==> config.mk <==
export PLATFORM = sky130hd
export DESIGN_NAME = fetch_unit
export DESIGN_NICKNAME = d
export VERILOG_FILES = /design/src/hw/mips_pkg.sv /design/src/hw/fetch_unit.sv
export SDC_FILE = /design/constraint.sdc
export NUM_CORES = 1
export LEC_CHECK = 0
export BUFFER_PORTS_ARGS = -buffer_cell sky130_fd_sc_hd__buf_2
export CORE_MARGIN = 2
export CORE_UTILIZATION = 40
export CTS_BUF_LIST = sky130_fd_sc_hd__clkbuf_8
export DETAILED_ROUTE_END_ITERATION = 10
export GPL_TIMING_DRIVEN = 0
export MAX_ROUTING_LAYER = met4
export PLACE_DENSITY = 0.67
export SYNTH_ARGS = -nofsm -noshare
export SYNTH_HDL_FRONTEND = slang
export SYNTH_SLANG_ARGS = --single-unit
export TNS_END_PERCENT = 20
==> constraint.sdc <==
create_clock -name clk -period 6.35 [get_ports clk]
set_input_delay 1.27 -clock clk [delete_from_list [all_inputs] [get_ports clk]]
set_output_delay 1.27 -clock clk [all_outputs]
set_load 0.05 [all_outputs]
==> src/hw/mips_pkg.sv <==
package mips_pkg;

    typedef enum logic [5:0] {
        OP_SPECIAL = 6'h00, OP_REGIMM = 6'h01, OP_J     = 6'h02, OP_JAL   = 6'h03,
        OP_BEQ     = 6'h04, OP_BNE    = 6'h05, OP_BLEZ  = 6'h06, OP_BGTZ  = 6'h07,
        OP_ADDI    = 6'h08, OP_ADDIU  = 6'h09, OP_SLTI  = 6'h0a, OP_SLTIU = 6'h0b,
        OP_ANDI    = 6'h0c, OP_ORI    = 6'h0d, OP_XORI  = 6'h0e, OP_LUI   = 6'h0f,
        OP_LB      = 6'h20, OP_LH     = 6'h21, OP_LW    = 6'h23, OP_LBU   = 6'h24,
        OP_LHU     = 6'h25, OP_SW     = 6'h2b
    } opcode_e;

    typedef enum logic [5:0] {
        F_SLL  = 6'h00, F_SRL  = 6'h02, F_SRA  = 6'h03, F_SLLV  = 6'h04, F_SRLV = 6'h06,
        F_SRAV = 6'h07, F_JR   = 6'h08, F_JALR = 6'h09, F_BREAK = 6'h0d, F_ADD  = 6'h20,
        F_ADDU = 6'h21, F_SUB  = 6'h22, F_SUBU = 6'h23, F_AND   = 6'h24, F_OR   = 6'h25,
        F_XOR  = 6'h26, F_NOR  = 6'h27, F_SLT  = 6'h2a, F_SLTU  = 6'h2b
    } funct_e;

    typedef enum logic [3:0] {
        ALU_ADD, ALU_SUB, ALU_SLT, ALU_SLTU, ALU_SLL, ALU_SRL,
        ALU_SRA, ALU_LUI, ALU_OR, ALU_XOR, ALU_AND, ALU_NOR
    } alu_op_e;

    typedef enum logic [1:0] {PC_NEXT, PC_BRANCH, PC_JUMP, PC_REG} pc_sel_e;
    typedef enum logic [1:0] {A_RS, A_PC, A_SHAMT} alu_a_e;
    typedef enum logic [1:0] {B_RT, B_IMM, B_EIGHT} alu_b_e;
    typedef enum logic [1:0] {W_RD, W_RT, W_R31} wsel_e;
    typedef enum logic [1:0] {SZ_BYTE, SZ_HALF, SZ_WORD} mem_size_e;

    typedef struct packed {
        logic        valid;
        logic        we;
        logic [29:0] addr;  // Word address.
        logic [31:0] wdata;
        logic [3:0]  be;
    } mem_req_t;

    typedef struct packed {
        alu_op_e   alu_op;
        alu_a_e    alu_a;
        alu_b_e    alu_b;
        logic      imm_sext;
        logic      reg_write;
        wsel_e     waddr_sel;
        logic      is_load;
        logic      is_store;
        mem_size_e mem_size;
        logic      load_signed;
        logic      halt;
    } ctrl_t;

    typedef struct packed {
        logic [31:0] pc;
        logic        wen;
        logic [4:0]  waddr;
        logic [31:0] wdata;
    } retire_t;

endpackage

==> src/hw/fetch_unit.sv <==
`timescale 1ns/1ps
module fetch_unit (
    input  logic               clk,
    input  logic               rst_n,
    input  logic               start,
    input  logic               advance,
    input  mips_pkg::pc_sel_e  pc_sel,
    input  logic [31:0]        rs_data,
    input  logic               mem_gnt,
    input  logic               mem_rvalid,
    input  logic [31:0]        mem_rdata,
    output mips_pkg::mem_req_t mem_req,
    output logic [31:0]        pc,
    output logic [31:0]        instr,
    output logic               instr_valid
);
    logic [31:0] pc_plus4;
    logic [31:0] next_pc;

    assign mem_req = '{valid: start, we: 1'b0, addr: pc[31:2], wdata: 32'd0, be: 4'hf};

    assign pc_plus4 = pc + 32'd4;

    always_comb begin
        case (pc_sel)
            mips_pkg::PC_BRANCH: next_pc = pc_plus4 + {{14{instr[15]}}, instr[15:0], 2'b00};
            mips_pkg::PC_JUMP:   next_pc = {pc_plus4[31:28], instr[25:0], 2'b00};
            mips_pkg::PC_REG:    next_pc = rs_data;
            default:             next_pc = pc_plus4;  // No delay slot.
        endcase
    end

    always_ff @(posedge clk) begin
        if (!rst_n) begin
            pc          <= 32'd0;
            instr_valid <= 1'b0;
        end else begin
            if (advance) pc <= next_pc;
            if (start & mem_gnt) instr_valid <= 1'b0;
            else if (mem_rvalid) instr_valid <= 1'b1;
        end
    end

    always_ff @(posedge clk) begin
        if (mem_rvalid) instr <= mem_rdata;
    end
endmodule

Yosys cells after proc, flatten, opt, wreduce, memory -nomap -nowiden
Index checks and enable logic that the tools add are counted.
{"block": "totals", "ff_bits": 65, "latchBits": 0, "ramBits": 0, "mem_bits_ro": 0, "in_bits": 72, "out_inout_bits": 133, "word_cells": 12, "n_memories": 0}
{"block": "op_classes", "n_addsub": 2, "n_mul": 0, "n_div": 0, "n_lt_le_gt_ge": 0, "n_eq_ne": 3, "shifts": 0, "muxes": 1, "bitwise": 2, "n_reduce_logical": 1}
{"cell": "$pmux 32 s3", "count": 1}
{"cell": "$add 32x3->32 const B", "count": 1}
{"cell": "$add 32x32->32", "count": 1}
{"cell": "$eq 2x2->1 const B", "count": 2}
{"cell": "$eq 2x1->1 const B", "count": 1}
{"cell": "$reduce_or 2->1", "count": 1}
{"cell": "$and 1x1->1", "count": 1}
{"cell": "$not 1->1", "count": 1}

Longest topological paths before layout
Gate-level depths: netlist of run 1.
{"block": "logic_depth", "depth_word": 3, "depth_mapped": 18, "depth_no_buf": 16}

Worst setup path before layout of run 1
No wires, ideal clock.
{"block": "synth_timing", "kind": "register to register", "from": "register pc[2]", "to": "register pc[29]", "setup_time_ns": 0.121, "t_arrival_ns": 3.943, "t_required_ns": 6.229, "slack_ns": 2.286, "path_stages_with_launch": 19, "path_buffers": 2, "synth_period_minus_slack_ns": 4.064, "cell_sequence": "dfxtp_1 -> ha_1 -> and3_1 -> clkbuf_1 -> nand4_1 -> nor2_1 -> and4_1 -> xor2_1 -> ha_1 -> clkbuf_1 -> a21o_1 -> a21o_1 -> a21oi_1 -> o21bai_1 -> a21oi_1 -> o21ai_0 -> a311o_1 -> nand3_1 -> a21oi_1"}
{"block": "synth_via", "elab_chain_cells": 3}
{"element": "start, declared", "line": "fetch_unit.sv:13", "rtl": "output logic [31:0] pc,"}
{"element": "start signal, assigned", "line": "fetch_unit.sv:38", "rtl": "if (advance) pc <= next_pc;"}
{"element": "$add 32x3->32 (*)", "line": "fetch_unit.sv:22", "rtl": "assign pc_plus4 = pc + 32'd4;"}
{"element": "$add 32x32->32", "line": "fetch_unit.sv:26", "rtl": "mips_pkg::PC_BRANCH: next_pc = pc_plus4 + {{14{instr[15]}}, instr[15:0], 2'b00};"}
{"element": "$pmux 32 s3 (*)", "line": "fetch_unit.sv:25", "rtl": "case (pc_sel)"}
Every way passes the cells marked *; elsewhere a longest branch is shown, timed or not.
A chain may end at the register's enable or synchronous reset.

Final worst setup path of run 1
Same ends and word-level chain as after synthesis.

==> results of run 1 <==
-- tightest hold or removal path: cells and delay by family, from the launching register on --
kind	cells	cell delay (ns)
AO/OA/AOI/OAI	1	0.06
flip-flops	1	0.32
AND/OR/NAND/NOR	1	0.06
-- final cells by class --
class / instances / area, µm²
fill: 1380 / 6840
clock buffer: 9 / 124
sequential: 65 / 1620
inverter: 15 / 56.3
tap: 180 / 225
clock inverter: 7 / 56.3
timing repair buffer: 163 / 816
buffer: 95 / 617
multi-input combinational: 475 / 3470
-- sequential cells by signal, indices dropped and copies added (netlist names) --
| signal | count |
|---|---|
| instr | 32 |
| pc | 32 |
| instr_valid | 1 |
-- per-stage QoR --
step | instance area (µm²) | power, mW | hold slack [ns] | util
detailed placement | 6800 | 1.24 | 0.479 | 0.492
floorplan | 5760 | 1.09 | 0.674 | -
global route | 6980 | 1.68 | 0.512 | 0.505
finish | 6980 | 1.59 | 0.494 | 0.505
global placement | 6800 | 1.24 | 0.477 | 0.492
CTS | 6980 | 1.60 | 0.489 | 0.505
-- cells in the final DEF (no fill, tap or decap), types with 7 or more instances in the layout --
| master | instances |
|---|---|
| edfxtp_1 | 32 |
| a31oi_1 | 8 |
| a21o_1 | 16 |
| ha_1 | 34 |
| buf_4 | 69 |
| nand3_1 | 16 |
| a21oi_1 | 43 |
| inv_1 | 17 |
| nor3_1 | 9 |
| nand2_1 | 43 |
| and4_1 | 9 |
| o21a_1 | 12 |
| clkbuf_1 | 21 |
| mux4_2 | 14 |
| mux2i_1 | 15 |
| nor2_1 | 26 |
| o21ai_0 | 38 |
| xor2_1 | 26 |
| xnor2_1 | 23 |
| buf_2 | 164 |
| conb_1 | 37 |
| dfxtp_1 | 33 |
| clkbuf_8 | 9 |
| nor2b_1 | 14 |
| and3_1 | 7 |
-- final timing paths --
kind | start | endpoint | slack, ns | cells after the start
setup / recovery | pc[2] | pc[29] | 1.76 | 18
hold / removal | pc[0] | pc[0] | 0.49 | 2
setup reg to reg | pc[2] | pc[29] | 1.76 | 18
hold reg to reg | pc[0] | pc[0] | 0.49 | 2
-- metal layers --
| layer | share of wire | GRT usage |
|---|---|---|
| met5 | 0 | - |
| met4 | 0.014 | 0.0697 |
| met3 | 0.081 | 0.0390 |
| met2 | 0.45 | 0.359 |
| met1 | 0.46 | 0.321 |
-- where the power goes --
group	leakage (nW)	total, mW	switching, mW	internal, mW
sequential	0.585	0.529	0.0514	0.477
combinational	2.75	0.711	0.467	0.244
clock	0.103	0.351	0.176	0.175
-- cells by family after synthesis --
kind of cell	share of synthesized area
multiplexers	0.0947
flip-flops	0.288
AND/OR/NAND/NOR	0.141
XOR/XNOR	0.0791
other	0.00133
adder cells (fa/ha/maj)	0.0791
AO/OA/AOI/OAI	0.198
buffers and inverters	0.120
==> reports/qor.csv, run 1 <==
metric,value,unit
status,finished clean,
peakVddDrop,119,µV
synth_top_area_frac,0.171,
rsz0062_at_grt,no,
hold_buffers,0,
fin_setup_tns,0,ns
grt_max_degree,34,
hold_viol,0,
htree_num_levels,3,
netlist_instances,615,
ys_seq_area_frac,0.288,
routedWlPerCell,16.8,µm
start_util,0.407,
antenna_found_initial,0,
synth.area.top_cells,"edfxtp_1 (17%), dfxtp_1 (12%), buf_4 (9.2%)",
yosys_warnings,0,
p_per_area,228,nW/µm²
crit_path_end_kind,flip-flop,
synthTopCellsByCount,"buf_4 (69), a21oi_1 (43), nand2_1 (43)",
post-route-period-util,0.723,
antenna_cells,0,
drive_gt1_frac,0.329,
worstMarginPinSlew,0.907,ns
clk_latency,0.37,ns
numCtsBuffers,9,
cts_tree,built,
crit_type,flip-flop to flip-flop,
detail-route-antenna-nets,0,
clock_skew,0.0115,ns
path_clk_slew,0.08,ns
ys_ff_latch,65,
final-instance-count-excl-fill,1009,
grt_first_pass_wirelength,25.9,mm
synth_top_area_cell,edfxtp_1,
gp_congestion,0.955,
drc_errors,0,
max-slew-margin-rel,0.395,
area_delta_synth_final,24.0,%
dp.cells,993,
synth.avg_cell_area,9.16,µm²
grt_pass1_vias,4772,
pre_cts_slack,1.76,ns
cts_root_buf,clkbuf_8,
crit_top_cell,a21oi_1,
path_buf_inv,2,
maxSlewViolCount,0,
cap_violations,0,
cp_max_fo,7,
portBuffers,163,
nets,931,
setup_viol_count_final,0,
cp_cell_sequence,"ha_1, and3_1, clkbuf_1, nand4_1, nor2_1, and4_1, xor2_1, ha_1, clkbuf_1, a21o_1, a21o_1, a21oi_1, o21bai_1, a21oi_1, o21ai_0, a311o_1, nand3_1, a21oi_1",
crit_arrival,4.86,ns
fmax,0.218,GHz
wl,16.9,mm
grt_usage,0.235,
post-cts-setup-buffers,0,
setup_slack,1.76,ns
synth_ff_type,dfxtp_1,
fp.dieW,123,µm
viasPerCell,5.19,
min-delay-path-class,flip-flop to flip-flop,
rows,43,
p_leak,3.44,nW
core,13800,µm²
overflow,0,
max_stage_delay,0.47,ns
firstDrtPassIters,5,
yosysMostFrequentCell,buf_4,
clock-sinks,65,
place_hpwl,12.9,mm
async_flop_share,0,
slowest_stage,dfxtp_1,
ys_types,66,
critical-path-top-delay-family,compound AO/OA/AOI/OAI gates,
drt_iter0_drc,303,
syn_area,5630,µm²
synth_edf_count,32,
die_h,123,µm
ioPinCount,205,
cts-resized-gates,0,
cts_max_path_buffers,2,
finalWorstPathRequiredPeriod,4.59,ns
start_kind,flip-flop,
die-area,15000,µm²
required,6.61,ns
via_count,5239,
Note: power is estimated with default switching activity, not from simulation.
==> run 2: changes to the inputs <==
- PLACE_DENSITY: 0.67 -> 0.69
- clock period: 6.35 -> 3.9 ns (I/O delays scaled with it)
==> run 2 against run 1 <==
  * Sequential share of layout area shrank 0.42 points
  * Worst setup slack worse by 1.6 ns
  * Die area is the same
  * Clock skew is 0.0068 ns higher
  * Routed wire length grew 0.48%
  * First-iteration DRC count is 7.9% higher
  * Largest power group unchanged
  * Final cell count is 0.20% higher
  * Highest routed layer unchanged
==> reports/qor.csv, run 2 (same netlist as run 1, synthesis figures left out) <==
metric,value,unit,change
firstDrtPassIters,5,,unchanged
numCtsBuffers,9,,unchanged
via_count,5297,,+1.1%
grt_usage,0.232,,-0.00325
power.total,2.75,mW,+73%
p_leak,3.49,nW,+1.3%
n_fill_cell,1345,,-2.5%
die_h,123,µm,unchanged
crit_cells,17,,-1
crit_arrival,3.99,ns,-0.87 ns
place_hpwl,13.0,mm,+0.40%
min-delay-path-class,flip-flop to flip-flop,,
clk_latency,0.38,ns,about the same
critical-path-top-delay-family,compound AO/OA/AOI/OAI gates,,
maxSlewViolCount,0,,unchanged
regArea,1630,µm²,+0.62%
p_int,1.60,mW,+79%
drt_iter0_drc,327,,+7.9%
portBuffers,163,,unchanged
pwr-share-comb,0.427,,-0.020
seq_power_share,0.314,,-0.018
cap_violations,0,,unchanged
final_common_cell,buf_2,,
start_kind,flip-flop,,
slowest_stage,dfxtp_2,,
max-slew-margin-rel,0.346,,-0.0494
switchingPower,1.14,mW,+65%
clock_skew,0.0183,ns,+0.00678 ns
worstRegToRegCells,17,,-1
rsz0062_at_grt,yes,,
clock-sinks,65,,unchanged
viasPerCell,5.24,,+0.91%
worstHoldStart,pc[1],,
core,13800,µm²,unchanged
wl,17.0,mm,+0.48%
post-route-period-util,0.958,,+0.234
grt_max_degree,34,,unchanged
largest_registers,"instr (32), pc (32), instr_valid (1)",,
drc_errors,0,,unchanged
die-area,15000,µm²,unchanged
path_buf_inv,1,,-1
htree_num_levels,3,,unchanged
antenna_cells,0,,unchanged
hold_viol,0,,unchanged
detail-route-antenna-nets,0,,unchanged
gp_congestion,0.961,,+0.68%
antenna_found_initial,0,,unchanged
cts_tree,built,,
cts_root_buf,clkbuf_8,,
critPathLaunch,pc[3],,
nets,933,,+0.21%
most-common-layout-cells,"buf_2 (164), buf_4 (75), nand2_1 (43), a21oi_1 (42), conb_1 (37)",,
drive_gt1_frac,0.362,,+0.0329
pwr-share-clk,0.259,,+0.038
hold_buffers,0,,unchanged
crit_type,flip-flop to flip-flop,,
fmax,0.268,GHz,+23%
routedWlPerCell,16.8,µm,+0.28%
cp_max_fo,7,,unchanged
power.share.switching,0.416,,-0.0201
crit_path_end,pc[29],,
status,finished clean,,
finalWorstPathRequiredPeriod,3.74,ns,-0.858 ns
r2r_slack,0.16,ns,-1.59 ns
p_per_area,384,nW/µm²,+68%
cts_max_path_buffers,2,,unchanged
area_delta_synth_final,27.1,%,
grt_first_pass_wirelength,25.6,mm,-1.1%
required,4.15,ns,-2.46 ns
peakVddDrop,246,µV,+110%
setup_viol_count_final,0,,unchanged
timing.rr.end,pc[29],,
multi_input_area,3550,µm²,+2.3%
crit_path_end_kind,flip-flop,,
start_util,0.407,,unchanged
max_stage_delay,0.39,ns,-0.08 ns
grt_pass1_vias,4893,,+2.5%
cp_cell_sequence,"ha_2, and3_4, nand4_1, buf_4, nor2_4, and4_1, xor2_1, ha_2, a21o_1, a21o_1, a21oi_4, o21bai_1, a21oi_1, o21ai_0, a311o_1, nand3_1, a21oi_1",,
dp.cells,993,,unchanged
rows,43,,unchanged
final-instance-count-excl-fill,1011,,+0.20%
ioPinCount,205,,unchanged
worstMarginPinSlew,0.981,ns,+0.0742 ns
reg2reg_from,pc[3],,
fp.dieW,123,µm,unchanged
path_clk_slew,0.07,ns,about the same
overflow,0,,unchanged
==> run 2: cell count changes in the layout (fill, tap and decap cells not counted), moves of 2 or more <==
| cell | delta |
|---|---|
| ha_2 | +3 |
| o21ai_0 | -2 |
| ha_1 | -3 |
| o21ai_1 | +2 |
| clkbuf_1 | -4 |
| clkinv_2 | -2 |
| buf_4 | +6 |
| bufinv_16 | +2 |
| dfxtp_1 | -6 |
| dfxtp_2 | +5 |
| nor2_1 | -2 |
==> run 2: per-stage QoR <==
step	hold WS, ns	area (µm²)	utilization	setup TNS (ns)	setup slack [ns]
floorplan	0.657	5760	-	0	0.0245
global placement	0.480	6810	0.492	-3.78	-0.619
detailed placement	0.488	6810	0.492	-3.79	-0.638
CTS	0.498	7100	0.513	0	0.0299
global route	0.514	7160	0.518	-0.0552	-0.0284
finish	0.494	7160	0.518	0	0.164
==> run 2: final cells by class <==
class	count	share of cell area
multi-input cells	475	0.496
flip-flops and latches	65	0.228
repair buffers	169	0.120
plain buffers	91	0.0841
well taps	180	0.0315
clock buffers	9	0.0173
clock inverters	7	0.0154
inverters	15	0.00787
==> run 2: repair_timing <==
action / 4_1_cts / 5_1_grt
endpoints found under the hold margin: 0 / 0
setup buffers: 4 / 2
gates cloned: 0 / 0
endpoints found under the setup margin: 14 / 13
gates resized for setup: 10 / 17
pin swaps: 2 / 2
==> run 2: routing by layer <==
| layer | vias up | GRT usage | wire length, µm |
|---|---|---|---|
| met3 | 25 | 0.0362 | 1290 |
| met1 | 2470 | 0.304 | 7700 |
| li1 | 2587 | - | - |
| met5 | - | - | 0 |
| met4 | 0 | 0.0841 | 321 |
| met2 | 215 | 0.363 | 7720 |
==> run 2: worst min-delay path by stage <==
stage,to,slack [ns],cells after the start
4_1_cts,pc[1],0.50,2
3_3_place_gp,pc[1],0.48,2
3_5_place_dp,pc[1],0.49,2
5_1_grt,pc[0],0.51,2
6_report,pc[1],0.49,2
2_1_floorplan,pc[2],0.66,2
==> run 2: power groups by stage <==
stage	Sequential, mW	Combinational (mW)	Clock (mW)
detailed placement	0.877	1.15	0
global placement	0.875	1.14	0
finish	0.862	1.17	0.711
global route	0.873	1.26	0.748
CTS	0.861	1.16	0.727
floorplan	1.05	0.715	0
==> run 2: worst reg2reg max path: stages, from the launching register on <==
cell and delay (ns):
dfxtp_2 0.39, ha_2 0.25, and3_4 0.25, nand4_1 0.10
buf_4 0.19, nor2_4 0.19, and4_1 0.23, xor2_1 0.21
ha_2 0.36, a21o_1 0.20, a21o_1 0.20, a21oi_4 0.20
o21bai_1 0.08, a21oi_1 0.15, o21ai_0 0.12, a311o_1 0.33
nand3_1 0.10, a21oi_1 0.07
==> run 3: changes to the inputs <==
- ABC_AREA: not set -> 1
- PLACE_DENSITY: 0.69 -> 0.68
==> run 3 against run 2 <==
  * Synthesized area rose by 14%
  * Sequential share of layout area is 2.2 points lower
  * Hold slack got worse by 0.023 ns
  * Combinational power decreased by 6%
  * Die area rose by 14%
  * Sequential cell count is the same
  * First-iteration DRC count increased by 81%
  * Critical path type unchanged
  * Clock power is 5.3% lower
  * Clock skew decreased by 0.0022 ns
==> reports/qor.csv, run 3 <==
metric,value,unit,change
drt_iter0_drc,591,,+81%
overflow,0,,unchanged
most-common-layout-cells,"nand2_1 (330), buf_2 (174), inv_1 (130), nor2_1 (87), a21oi_1 (73)",,
synth_edf_count,32,,unchanged
viasPerCell,4.90,,-6.4%
p_leak,4.30,nW,+23%
path_clk_slew,0.08,ns,about the same
synthTopCellsByCount,"nand2_1 (330), inv_1 (130), nor2_1 (87)",,
min-delay-path-class,flip-flop to flip-flop,,
firstDrtPassIters,5,,unchanged
ys_ff_latch,65,,unchanged
setup_slack,0.365,ns,+0.200 ns
start_kind,flip-flop,,
crit_path_end_kind,flip-flop,,
p_per_area,333,nW/µm²,-13%
crit_arrival,3.85,ns,-0.14 ns
antenna_found_initial,0,,unchanged
syn_area,6420,µm²,+14%
worstMarginPinSlew,0.815,ns,-0.167 ns
clk_latency,0.39,ns,about the same
cts_root_buf,clkbuf_8,,
slowest_stage,dfxtp_1,,
netlist_instances,1013,,+65%
htree_num_levels,3,,unchanged
status,finished clean,,
pre_cts_slack,0.382,ns,+1.02 ns
drive_gt1_frac,0.235,,-0.127
final_common_cell,nand2_1,,
die_h,131,µm,+6.6%
crit_top_cell,inv_1,,
gp_congestion,0.998,,+3.8%
start_util,0.407,,about the same
nets,1332,,+43%
yosysMostFrequentCell,nand2_1,,
clock_skew,0.0160,ns,-0.00224 ns
hold_buffers,0,,unchanged
synth_top_area_cell,nand2_1,,
synth_ff_type,dfxtp_1,,
synth.avg_cell_area,6.34,µm²,-31%
required,4.22,ns,+0.07 ns
wl,22.1,mm,+30%
cts_tree,built,,
async_flop_share,0,,unchanged
cp_cell_sequence,"ha_1, nand2_1, inv_1, nand3_2, inv_1, nand2_1, inv_1, nand3_1, xor2_2, inv_1, ha_1, nand2_1, nor2_1, inv_1, nor2_1, nand4_1, nand4_1, nand3_1, o21ai_0, nand2_1, a21oi_1",,
numCtsBuffers,9,,unchanged
maxSlewViolCount,0,,unchanged
fp.dieW,131,µm,+6.6%
peakVddDrop,270,µV,+9.6%
cap_violations,0,,unchanged
finalWorstPathRequiredPeriod,3.54,ns,-0.200 ns
post-route-period-util,0.907,,-0.0513
grt_usage,0.268,,+0.0360
largest_registers,"instr (32), pc (32), instr_valid (1)",,
dpl_cell_area,7650,µm²,+12%
synth_top_area_frac,0.193,,+0.0222
ys_types,42,,-36%
antenna_cells,0,,unchanged
max_stage_delay,0.42,ns,+0.03 ns
power.total,2.63,mW,-4.4%
drc_errors,0,,unchanged
core,15800,µm²,+14%
place_hpwl,18.4,mm,+42%
setup_viol_count_final,0,,unchanged
ys_seq_area_frac,0.252,,-0.0355
yosys_warnings,0,,unchanged
fin_setup_tns,0,ns,unchanged
via_count,7092,,+34%
grt_max_degree,34,,unchanged
ioPinCount,205,,unchanged
portBuffers,166,,+1.8%
routedWlPerCell,15.3,µm,-9.1%
detail-route-antenna-nets,0,,unchanged
die-area,17100,µm²,+14%
fin_hold_ws,0.471,ns,-0.0230 ns
cts_max_path_buffers,2,,unchanged
fin_area,7890,µm²,+10%
area_delta_synth_final,22.9,%,
crit_type,flip-flop to flip-flop,,
final_util,0.500,,-0.0171
hold_viol,0,,unchanged
grt_pass1_vias,6380,,+30%
synth.area.top_cells,"nand2_1 (19%), edfxtp_1 (15%), dfxtp_1 (10%)",,
grt_first_pass_wirelength,33.2,mm,+30%
rows,46,,+7.0%
cp_max_fo,6,,-1
clock-sinks,65,,unchanged
max-slew-margin-rel,0.457,,+0.111
fmax,0.283,GHz,+5.7%
dp.cells,1430,,+44%
rsz0062_at_grt,no,,
final-instance-count-excl-fill,1446,,+43%
==> run 3: final timing paths <==
check / from / cells past startpoint / endpoint / slack (ns)
setup reg to reg: pc[3] / 21 / pc[21] / 0.36
hold reg to reg: pc[0] / 2 / pc[0] / 0.47
hold / removal: pc[0] / 2 / pc[0] / 0.47
setup / recovery: pc[3] / 21 / pc[21] / 0.36
==> run 3: area by class of cell <==
class	count	area (µm²)
Fill cell	1705	7880
Multi-Input combinational cell	761	3830
Sequential cell	65	1620
Timing Repair Buffer	166	831
Buffer	90	614
Inverter	132	495
Tap cell	216	270
Clock buffer	10	138
Clock inverter	6	90.1
==> run 3: logic make-up after synthesis <==
logic type,Yosys count,synth area share
compound gates,128,0.114
simple gates,535,0.353
fa+ha+maj,35,0.0694
buf+inv,222,0.173
flops,65,0.252
xor+xnor,26,0.0378
other cells,2,0.00117
==> run 3: layer usage <==
metal / wire (µm) / GRT usage / up-vias / share of wire
met1: 9550 / 0.338 / 3136 / 0.43
met2: 9940 / 0.423 / 334 / 0.45
met5: 0 / - / - / 0
met4: 724 / 0.106 / 0 / 0.033
met3: 1930 / 0.0529 / 46 / 0.087
li1: - / - / 3576 / -
==> run 3: worst max-delay path: cells and delay by family (launching register included) <==
family,cells,cell delay [ns]
buf+inv,5,0.49
compound gates,2,0.33
simple gates,11,1.42
fa+ha+maj,2,0.60
flops,1,0.42
xor+xnor,1,0.19
==> run 3: repair_timing <==
item,CTS,global route
gates resized for setup,0,2
setup endpoints to repair,0,1
setup buffers,0,0
==> run 3: report_power, final <==
part	internal [mW]	switching (mW)	total, mW
combinational	0.322	0.783	1.10
clock	0.379	0.295	0.673
sequential	0.772	0.0760	0.848
